<file path="src/logic/conv_pkg.sv">
package conv_pkg;

    // Picture and kernel geometry
    localparam int PIX_BITS    = 2;                         // Unsigned pixel
    localparam int WEIGHT_BITS = 3;                         // Signed weight
    localparam int KERNEL_SIZE = 5;
    localparam int KERNEL_TAPS = KERNEL_SIZE * KERNEL_SIZE; // 25 taps
    localparam int PIC_SIZE    = 28;
    localparam int PIC_PIXELS  = PIC_SIZE * PIC_SIZE;       // 784 results per frame
    localparam int PAD         = KERNEL_SIZE / 2;           // Zero border on each side
    localparam int LINE_WIDTH  = PIC_SIZE + 2 * PAD;        // Padded row, 32 pixels

    // Arithmetic widths
    localparam int PROD_BITS   = PIX_BITS + WEIGHT_BITS;    // One product, -12..9
    localparam int RESULT_BITS = 10;                        // Sum of 25 products

    // Derived index widths
    localparam int ADDR_BITS   = $clog2(PIC_PIXELS);        // 10 bits
    localparam int IDX_BITS    = $clog2(PIC_SIZE);          // 5 bits
    localparam int TAP_BITS    = $clog2(KERNEL_TAPS);       // 5 bits
    localparam int SLOT_BITS   = $clog2(KERNEL_SIZE);       // Line buffer row slot

    // Cycles from window issue to result
    localparam int MAC_LATENCY = 2;

    typedef logic        [PIX_BITS-1:0]    pix_t;
    typedef logic signed [WEIGHT_BITS-1:0] weight_t;
    typedef logic signed [PROD_BITS-1:0]   prod_t;
    typedef logic signed [RESULT_BITS-1:0] result_t;
    typedef logic        [ADDR_BITS-1:0]   addr_t;   // row * 28 + col
    typedef logic        [IDX_BITS-1:0]    row_t;
    typedef logic        [IDX_BITS-1:0]    col_t;
    typedef logic        [TAP_BITS-1:0]    tap_t;

    typedef enum logic [1:0] {
        IDLE, // Waiting for start, weights may be loaded
        FILL, // Shifting and loading picture rows
        CALC  // Issuing windows, then draining the MAC
    } seq_state_t;

    // Raster order, tap index is row * KERNEL_SIZE + col
    typedef pix_t    window_t [KERNEL_TAPS];
    typedef weight_t kernel_t [KERNEL_TAPS];

endpackage
</file>
<file path="src/logic/conv_engine.sv">
`timescale 1ns/1ns

module conv_engine import conv_pkg::*; (
    input  logic    clk,
    input  logic    rst_n,               // Async, active low
    input  logic    conv_start,          // Start a frame, ignored unless idle
    input  pix_t    pic,
    input  logic    pic_valid,
    input  weight_t weight_data,
    input  logic    weight_valid,        // Loads next weight in raster order
    output logic    need_pic,            // One-cycle request for picture rows
    output result_t conv_result,
    output logic    conv_result_valid,
    output addr_t   conv_result_addr,
    output logic    conv_finish          // Cycle after the last result
);

    logic                 shift_rows;     // Line buffer shift or clear
    logic                 clear;          // Row-0 shift empties the buffer
    logic                 write_en;
    logic [SLOT_BITS-1:0] write_row;
    col_t                 write_col;
    col_t                 window_col;     // Left edge of the current window
    logic                 issue;
    addr_t                issue_addr;
    window_t              window;
    kernel_t              kernel;

    // Control, counters and row requests
    conv_sequencer conv_sequencer_inst (
        .clk        (clk),
        .rst_n      (rst_n),
        .conv_start (conv_start),
        .pic_valid  (pic_valid),
        .need_pic   (need_pic),
        .shift_rows (shift_rows),
        .clear      (clear),
        .write_en   (write_en),
        .write_row  (write_row),
        .write_col  (write_col),
        .window_col (window_col),
        .issue      (issue),
        .issue_addr (issue_addr),
        .conv_finish(conv_finish)
    );

    // Five padded rows
    line_buffer line_buffer_inst (
        .clk       (clk),
        .rst_n     (rst_n),
        .shift_rows(shift_rows),
        .clear     (clear),
        .write_en  (write_en),
        .write_row (write_row),
        .write_col (write_col),
        .pic       (pic),
        .window_col(window_col),
        .window    (window)
    );

    weight_bank weight_bank_inst (
        .clk         (clk),
        .rst_n       (rst_n),
        .weight_valid(weight_valid),
        .weight_data (weight_data),
        .kernel      (kernel)
    );

    // Two-stage multiply-add
    window_mac window_mac_inst (
        .clk         (clk),
        .rst_n       (rst_n),
        .issue       (issue),
        .issue_addr  (issue_addr),
        .window      (window),
        .kernel      (kernel),
        .result      (conv_result),
        .result_valid(conv_result_valid),
        .result_addr (conv_result_addr)
    );

endmodule

</file>
<file path="src/logic/window_mac.sv">
`timescale 1ns/1ns

module window_mac import conv_pkg::*; (
    input  logic    clk,
    input  logic    rst_n,
    input  logic    issue,         // One window per cycle
    input  addr_t   issue_addr,
    input  window_t window,
    input  kernel_t kernel,
    output result_t result,
    output logic    result_valid,  // MAC_LATENCY cycles after issue
    output addr_t   result_addr
);

    prod_t   prod_q [KERNEL_TAPS]; // Stage 1 products
    logic    valid_q;
    addr_t   addr_q;
    result_t sum;                  // Stage 2 input

    // Stage 1, zero-extended pixel times signed weight
    always_ff @(posedge clk) begin
        for (int t = 0; t < KERNEL_TAPS; t++) begin
            prod_q[t] <= $signed({1'b0, window[t]}) * kernel[t];
        end
        addr_q <= issue_addr;
    end

    // Adder tree over the 25 products, sign-extended
    always_comb begin
        sum = '0;
        for (int t = 0; t < KERNEL_TAPS; t++) begin
            sum = sum + result_t'(prod_q[t]);
        end
    end

    // Stage 2
    always_ff @(posedge clk) begin
        result      <= sum;
        result_addr <= addr_q;  // Address follows its window
    end

    // Valid bits carry through both stages
    always_ff @(posedge clk or negedge rst_n) begin
        if (!rst_n) begin
            valid_q      <= 1'b0;
            result_valid <= 1'b0;
        end else begin
            valid_q      <= issue;
            result_valid <= valid_q;
        end
    end

endmodule

</file>
<file path="src/logic/weight_bank.sv">
`timescale 1ns/1ns

module weight_bank import conv_pkg::*; (
    input  logic    clk,
    input  logic    rst_n,
    input  logic    weight_valid,
    input  weight_t weight_data,
    output kernel_t kernel        // Held until reloaded
);

    tap_t wr_ptr; // Next tap to load, raster order

    always_ff @(posedge clk or negedge rst_n) begin
        if (!rst_n) begin
            kernel <= '{default: '0};
            wr_ptr <= '0;
        end else if (weight_valid) begin
            kernel[wr_ptr] <= weight_data;
            if (wr_ptr == tap_t'(KERNEL_TAPS - 1)) begin
                wr_ptr <= '0; // Wrap after the 25th weight
            end else begin
                wr_ptr <= wr_ptr + 1'b1;
            end
        end
    end

endmodule

</file>
<file path="src/logic/line_buffer.sv">
`timescale 1ns/1ns

module line_buffer import conv_pkg::*; (
    input  logic                 clk,
    input  logic                 rst_n,
    input  logic                 shift_rows,  // Move rows up, zero the bottom
    input  logic                 clear,       // Zero every row instead of shifting
    input  logic                 write_en,
    input  logic [SLOT_BITS-1:0] write_row,   // Slot 0 is the top row
    input  col_t                 write_col,   // Already offset by the padding
    input  pix_t                 pic,
    input  col_t                 window_col,
    output window_t              window
);

    // Columns 0, 1, 30 and 31 hold the zero border and are never written
    pix_t rows [KERNEL_SIZE][LINE_WIDTH];

    always_ff @(posedge clk or negedge rst_n) begin
        if (!rst_n) begin
            rows <= '{default: '0};
        end else if (shift_rows) begin
            if (clear) begin
                rows <= '{default: '0}; // Top padding for the first output row
            end else begin
                for (int r = 0; r < KERNEL_SIZE - 1; r++) begin
                    rows[r] <= rows[r + 1];
                end
                rows[KERNEL_SIZE - 1] <= '{default: '0}; // Filled by the next request
            end
        end else if (write_en) begin
            rows[write_row][write_col] <= pic;
        end
    end

    // 5x5 window, left edge at window_col of the padded row
    always_comb begin
        for (int r = 0; r < KERNEL_SIZE; r++) begin
            for (int c = 0; c < KERNEL_SIZE; c++) begin
                window[r * KERNEL_SIZE + c] = rows[r][window_col + c];
            end
        end
    end

endmodule

</file>
<file path="src/logic/conv_sequencer.sv">
`timescale 1ns/1ns

module conv_sequencer import conv_pkg::*; (
    input  logic                 clk,
    input  logic                 rst_n,
    input  logic                 conv_start,
    input  logic                 pic_valid,
    output logic                 need_pic,    // One-cycle row request
    output logic                 shift_rows,
    output logic                 clear,       // With shift_rows at output row 0
    output logic                 write_en,
    output logic [SLOT_BITS-1:0] write_row,
    output col_t                 write_col,
    output col_t                 window_col,
    output logic                 issue,
    output addr_t                issue_addr,
    output logic                 conv_finish
);

    seq_state_t           state;
    row_t                 out_row;      // Output row being produced
    logic [SLOT_BITS-1:0] fill_row;     // Row within a request, 0..2 for row 0
    col_t                 fill_col;     // Picture column of next pixel
    col_t                 issue_col;    // Window column being issued
    logic [1:0]           drain_cnt;    // Cycles waited after the last issue
    logic                 shift_pend;   // First FILL cycle, buffer shifts
    logic                 req_pend;     // Second FILL cycle, request goes out
    logic                 draining;     // All 28 windows of the row issued
    logic                 row_needs_pic;
    logic [SLOT_BITS-1:0] fill_last;    // Last row index of this request

    assign row_needs_pic = out_row < row_t'(PIC_SIZE - PAD); // Rows 26, 27 get zeros
    assign fill_last     = (out_row == '0) ? SLOT_BITS'(PAD) : '0;

    // Line buffer steering
    assign need_pic   = req_pend;
    assign shift_rows = shift_pend;
    assign clear      = shift_pend && (out_row == '0);
    assign write_en   = (state == FILL) && !shift_pend && pic_valid;
    assign write_row  = (out_row == '0) ? fill_row + SLOT_BITS'(PAD)
                                        : SLOT_BITS'(KERNEL_SIZE - 1); // New bottom row
    assign write_col  = fill_col + col_t'(PAD);

    // Window issue
    assign window_col = issue_col;
    assign issue      = (state == CALC) && !draining;
    assign issue_addr = addr_t'(out_row) * addr_t'(PIC_SIZE) + addr_t'(issue_col);

    always_ff @(posedge clk or negedge rst_n) begin
        if (!rst_n) begin
            state       <= IDLE;
            out_row     <= '0;
            fill_row    <= '0;
            fill_col    <= '0;
            issue_col   <= '0;
            drain_cnt   <= '0;
            shift_pend  <= 1'b0;
            req_pend    <= 1'b0;
            draining    <= 1'b0;
            conv_finish <= 1'b0;
        end else begin
            conv_finish <= 1'b0; // Single-cycle pulse
            case (state)
                IDLE: begin
                    if (conv_start) begin
                        state      <= FILL;
                        out_row    <= '0;
                        shift_pend <= 1'b1;
                    end
                end
                FILL: begin
                    if (shift_pend) begin
                        shift_pend <= 1'b0;
                        fill_row   <= '0;
                        fill_col   <= '0;
                        if (row_needs_pic) begin
                            req_pend <= 1'b1;
                        end else begin
                            state <= CALC; // Bottom row stays zero
                        end
                    end else begin
                        req_pend <= 1'b0;
                        if (pic_valid) begin
                            if (fill_col == col_t'(PIC_SIZE - 1)) begin
                                fill_col <= '0;
                                if (fill_row == fill_last) begin
                                    state <= CALC; // Request complete
                                end else begin
                                    fill_row <= fill_row + 1'b1;
                                end
                            end else begin
                                fill_col <= fill_col + 1'b1;
                            end
                        end
                    end
                end
                CALC: begin
                    if (!draining) begin
                        if (issue_col == col_t'(PIC_SIZE - 1)) begin
                            issue_col <= '0;
                            draining  <= 1'b1;
                            drain_cnt <= '0;
                        end else begin
                            issue_col <= issue_col + 1'b1;
                        end
                    end else if (drain_cnt == 2'(MAC_LATENCY - 1)) begin
                        // Last result of the row leaves the MAC this cycle
                        draining  <= 1'b0;
                        drain_cnt <= '0;
                        if (out_row == row_t'(PIC_SIZE - 1)) begin
                            state       <= IDLE;
                            conv_finish <= 1'b1;
                        end else begin
                            state      <= FILL;
                            out_row    <= out_row + 1'b1;
                            shift_pend <= 1'b1;
                        end
                    end else begin
                        drain_cnt <= drain_cnt + 1'b1;
                    end
                end
                default: begin
                    state <= IDLE;
                end
            endcase
        end
    end

endmodule

</file>
<file path="config.mk">
export PLATFORM = sky130hd
export DESIGN_NAME = conv_engine
export DESIGN_NICKNAME = d
export VERILOG_FILES = /design/src/logic/conv_pkg.sv /design/src/logic/conv_engine.sv /design/src/logic/window_mac.sv /design/src/logic/weight_bank.sv /design/src/logic/line_buffer.sv /design/src/logic/conv_sequencer.sv
export SDC_FILE = /design/constraint.sdc
export NUM_CORES = 2
export LEC_CHECK = 0
export ABC_AREA = 0
export ABC_CLOCK_PERIOD_IN_PS = 12500
export BUFFER_PORTS_ARGS = -buffer_cell sky130_fd_sc_hd__buf_4
export CAP_MARGIN = 20
export CELL_PAD_IN_SITES_DETAIL_PLACEMENT = 1
export CELL_PAD_IN_SITES_GLOBAL_PLACEMENT = 2
export CORE_MARGIN = 3
export CORE_UTILIZATION = 35
export CTS_CLUSTER_SIZE = 40
export DETAILED_ROUTE_END_ITERATION = 10
export PLACE_DENSITY_LB_ADDON = 0.3
export SYNTH_ARGS = -nofsm -noshare
export SYNTH_HDL_FRONTEND = slang
export SYNTH_SLANG_ARGS = --single-unit
</file>
<file path="constraint.sdc">
create_clock -name clk -period 12.5 [get_ports clk]
set_input_delay 1.25 -clock clk [delete_from_list [all_inputs] [get_ports clk]]
set_output_delay 1.25 -clock clk [all_outputs]
set_load 0.1 [all_outputs]
</file>
==> impl_metrics.csv <==
group,metric,value,unit
sta,fin_crit,5.80,ns
sta,timing.clock.skew,0.0259,ns
worst_setup_path,path_class,"reg -> reg",
worst_setup_path,crit_required,13.08,ns
finish,fin_nets,3837,
worst_setup_path,slowest_stage,"fa_1",
finish,seqCellArea,13800,um2
floorplan,rows,125,
route,drt_iter0_drc,2799,
finish,drive_gt1_frac,0.232,
worst_setup_path,reg2regPathDepth,17,
global_route,grt_pass1_vias,31200,
route,via_count,30200,
worst_setup_path,path_depth,17,
job,max_cap_violations,0,
cts,ctsHoldBuffers,0,
global_route,overflow,0,
floorplan,ios,33,
synth,ys_seq_elements,583,
worst_setup_path,r2r_start,"window_mac_inst.prod_q[6][3]",
worst_setup_path,slowest_delay,0.58,ns
cts,cts.path.max_buffers,3,
global_route,grt_pass1_wl,212,mm
placement,gp_congestion,0.849,
worst_setup_path,crit_chain,"inv_1 -> fa_1 -> inv_1 -> fa_1 -> fa_1 -> fa_1 -> fa_1 -> fa_1 -> inv_1 -> fa_1 -> inv_1 -> ha_1 -> a21o_1 -> a21oi_1 -> o22ai_1 -> o41ai_1 -> xnor2_1",
route,drt-vias-per-instance,5.92,
floorplan,initial_utilization,0.356,
global_route,gr-max-usage-layer,"met2",
route,post_drt_wl_per_cell,27.5,um
worst_setup_path,timing.rr.end,"window_mac_inst.result[9]",
route,drt_wl_total,140,mm
route,detail-route-antenna-nets,0,
finish,fill_cells,12400,
cts,clockRootBuffer,"clkbuf_16",
run_status,status,"completed",
cts,clkLatencyLatePin,0.65,ns
floorplan,die-area,123000,um2
synth,async_flop_share,0.734,
synth,synth_cell_types,61,
sta,maxSlewHeadroom,0.253,
floorplan,fp.dieH,351,um
finish,final_common_cell,"dfrtp_1",
global_route,grt.met3_usage,0.0568,
cts,cts_tree,"built",
worst_setup_path,crit_path_start_kind,"register",
synth,yosys_warnings,0,
finish,syn_to_final_growth,10.2,%
global_route,gr-usage-met1,0.323,
placement,port_buffers,32,
floorplan,die_w,351,um
sta,maxSlewViolCount,0,
synth,synth_area,41700,um2
worst_setup_path,r2r_setup_slack,6.70,ns
sta,fmaxAchievable,0.172,GHz
synth,synth_edf_count,0,
worst_hold_path,hold_class,"reg -> reg",
sta,fin_crit_sh,0.464,
global_route,grt.total_usage,0.229,
placement,hpwl,102,mm
synth,syn_avg_cell_area,11.5,um2
route,drc,0,
cts,path_clk_slew,0.06,ns
sta,tightest_slew,1.12,ns
synth,ys_seq_area_frac,0.331,
sta,rsz0062_at_grt,"false",
worst_setup_path,crit_top_cell,"fa_1",
sta,holdWs,0.326,ns
sta,fin_setup_tns,0,ns
floorplan,core_area,117000,um2
worst_setup_path,cp_top_family,"adder cells",
global_route,antenna_found_initial,2,
cts,post_cts_buffers,0,
worst_hold_path,hold_start,"window_mac_inst.addr_q[6]",
global_route,use_met2,0.355,
sta,hold_violations,0,
cts,clock-sinks,583,
route,firstDrtPassIters,5,
worst_setup_path,worst-path-buf-inv,4,
worst_setup_path,critPathMaxFanout,2,
finish,final_cell_mix,"dfrtp_1, mux4_2, nor2_1",
cts,post_cts_resized,0,
global_route,grt_max_degree,197,
synth,synthFlopType,"dfrtp_1",
worst_setup_path,worstPathArrival,6.38,ns
worst_setup_path,startpoint,"window_mac_inst.prod_q[6][3]",
worst_setup_path,critPathCaptureType,"register",
finish,multi_input_area,26200,um2
synth,synth_fp_nets,3937,
cts,cts_buffers,76,
synth,syn_inst,3612,
worst_setup_path,critPathCapture,"window_mac_inst.result[9]",
sta,finalSetupViolations,0,
cts,htreeDepth,3,
## worst min path at each step
stage | endpoint | slack (ns) | cells past startpoint
finish | window_mac_inst.result_addr[6] | 0.33 | 0
detailed placement | window_mac_inst.result_addr[7] | 0.31 | 0
CTS | window_mac_inst.result_addr[1] | 0.33 | 0
floorplan | window_mac_inst.result_addr[0] | 0.31 | 0
global route | window_mac_inst.result_addr[8] | 0.33 | 0
global placement | window_mac_inst.result_addr[0] | 0.31 | 0
## logic make-up after synthesis
group | after synthesis | share of synthesized area
AOI/OAI and AO/OA | 583 | 0.0976
xor gates and xnor gates | 86 | 0.0182
adders and majority gates | 315 | 0.123
buffers and inverters | 471 | 0.0465
DFF | 583 | 0.331
muxes | 713 | 0.289
and+or+nand+nor | 861 | 0.0947
## state kept, by name (all words and copies together), names as in the netlist, 2 cells and up
name                            count
weight_bank_inst.wr_ptr             5
window_mac_inst.prod_q            125
conv_sequencer_inst.fill_row        3
window_mac_inst.result_addr        10
conv_sequencer_inst.state           2
conv_sequencer_inst.drain_cnt       2
weight_bank_inst.kernel            75
window_mac_inst.result             10
conv_sequencer_inst.out_row         5
conv_sequencer_inst.fill_col        5
line_buffer_inst.rows             320
conv_sequencer_inst.window_col      5
window_mac_inst.addr_q             10
## synthesized netlist by cell type, types with 5 or more instances
cell | count | area share
a211oi_1 | 20 | 0.0036
a21o_1 | 11 | 0.0020
a21oi_1 | 207 | 0.025
a22o_1 | 257 | 0.054
and2_1 | 80 | 0.012
buf_1 | 25 | 0.0023
buf_2 | 68 | 0.0082
buf_4 | 16 | 0.0029
clkbuf_1 | 136 | 0.012
dfrtp_1 | 428 | 0.26
dfxtp_1 | 155 | 0.074
fa_1 | 157 | 0.075
ha_1 | 158 | 0.047
inv_1 | 221 | 0.020
mux2_1 | 82 | 0.022
mux2_2 | 240 | 0.065
mux2i_1 | 31 | 0.0074
mux4_2 | 360 | 0.19
nand2_1 | 260 | 0.023
nand2b_1 | 9 | 0.0014
nand3_1 | 128 | 0.015
nand4_1 | 12 | 0.0018
nor2_1 | 274 | 0.025
nor2b_1 | 67 | 0.010
nor3_1 | 5 | 0.00060
o21ai_0 | 39 | 0.0047
o22ai_1 | 27 | 0.0041
xnor2_1 | 70 | 0.015
xor2_1 | 15 | 0.0032
## routing by layer
metal / vias up / share of wire / wire [um]
li1: 13000 / - / -
met1: 16000 / 0.44 / 61700
met2: 1010 / 0.46 / 64200
met3: 148 / 0.080 / 11200
met4: 0 / 0.021 / 2890
met5: - / 0 / 0
## through the flow
stage / setup slack (ns) / area, um2 / utilization / instances
finish: 6.70 / 46000 / 0.392 / 5097
global route: 6.36 / 46000 / 0.392 / 5094
CTS: 6.63 / 45900 / 0.392 / 5093
detailed placement: 6.66 / 43400 / 0.370 / 4957
global placement: 6.63 / 43400 / 0.370 / 4957
floorplan: 7.06 / 41700 / - / 3612
## area by class of cell
type / instances / share of cell area
Antenna cell: 3 / 0.000163
Clock buffer: 106 / 0.0487
Clock inverter: 30 / 0.00716
Sequential cell: 583 / 0.301
Timing Repair Buffer: 71 / 0.0134
Inverter: 222 / 0.0181
Tap cell: 1524 / 0.0415
Multi-Input combinational cell: 2558 / 0.570
## worst register-to-register path: cells and delay by family, from the launching register on
family                   cells  cell delay [ns]
adder cells (fa/ha/maj)      8             4.17
AO/OA/AOI/OAI                4             0.87
flip-flops                   1             0.31
buffers and inverters        4             0.22
XOR/XNOR                     1             0.16
Power is left out: the tool's default activity adds up to more than one toggle a clock period on the data nets, which glitch-free logic cannot reach.
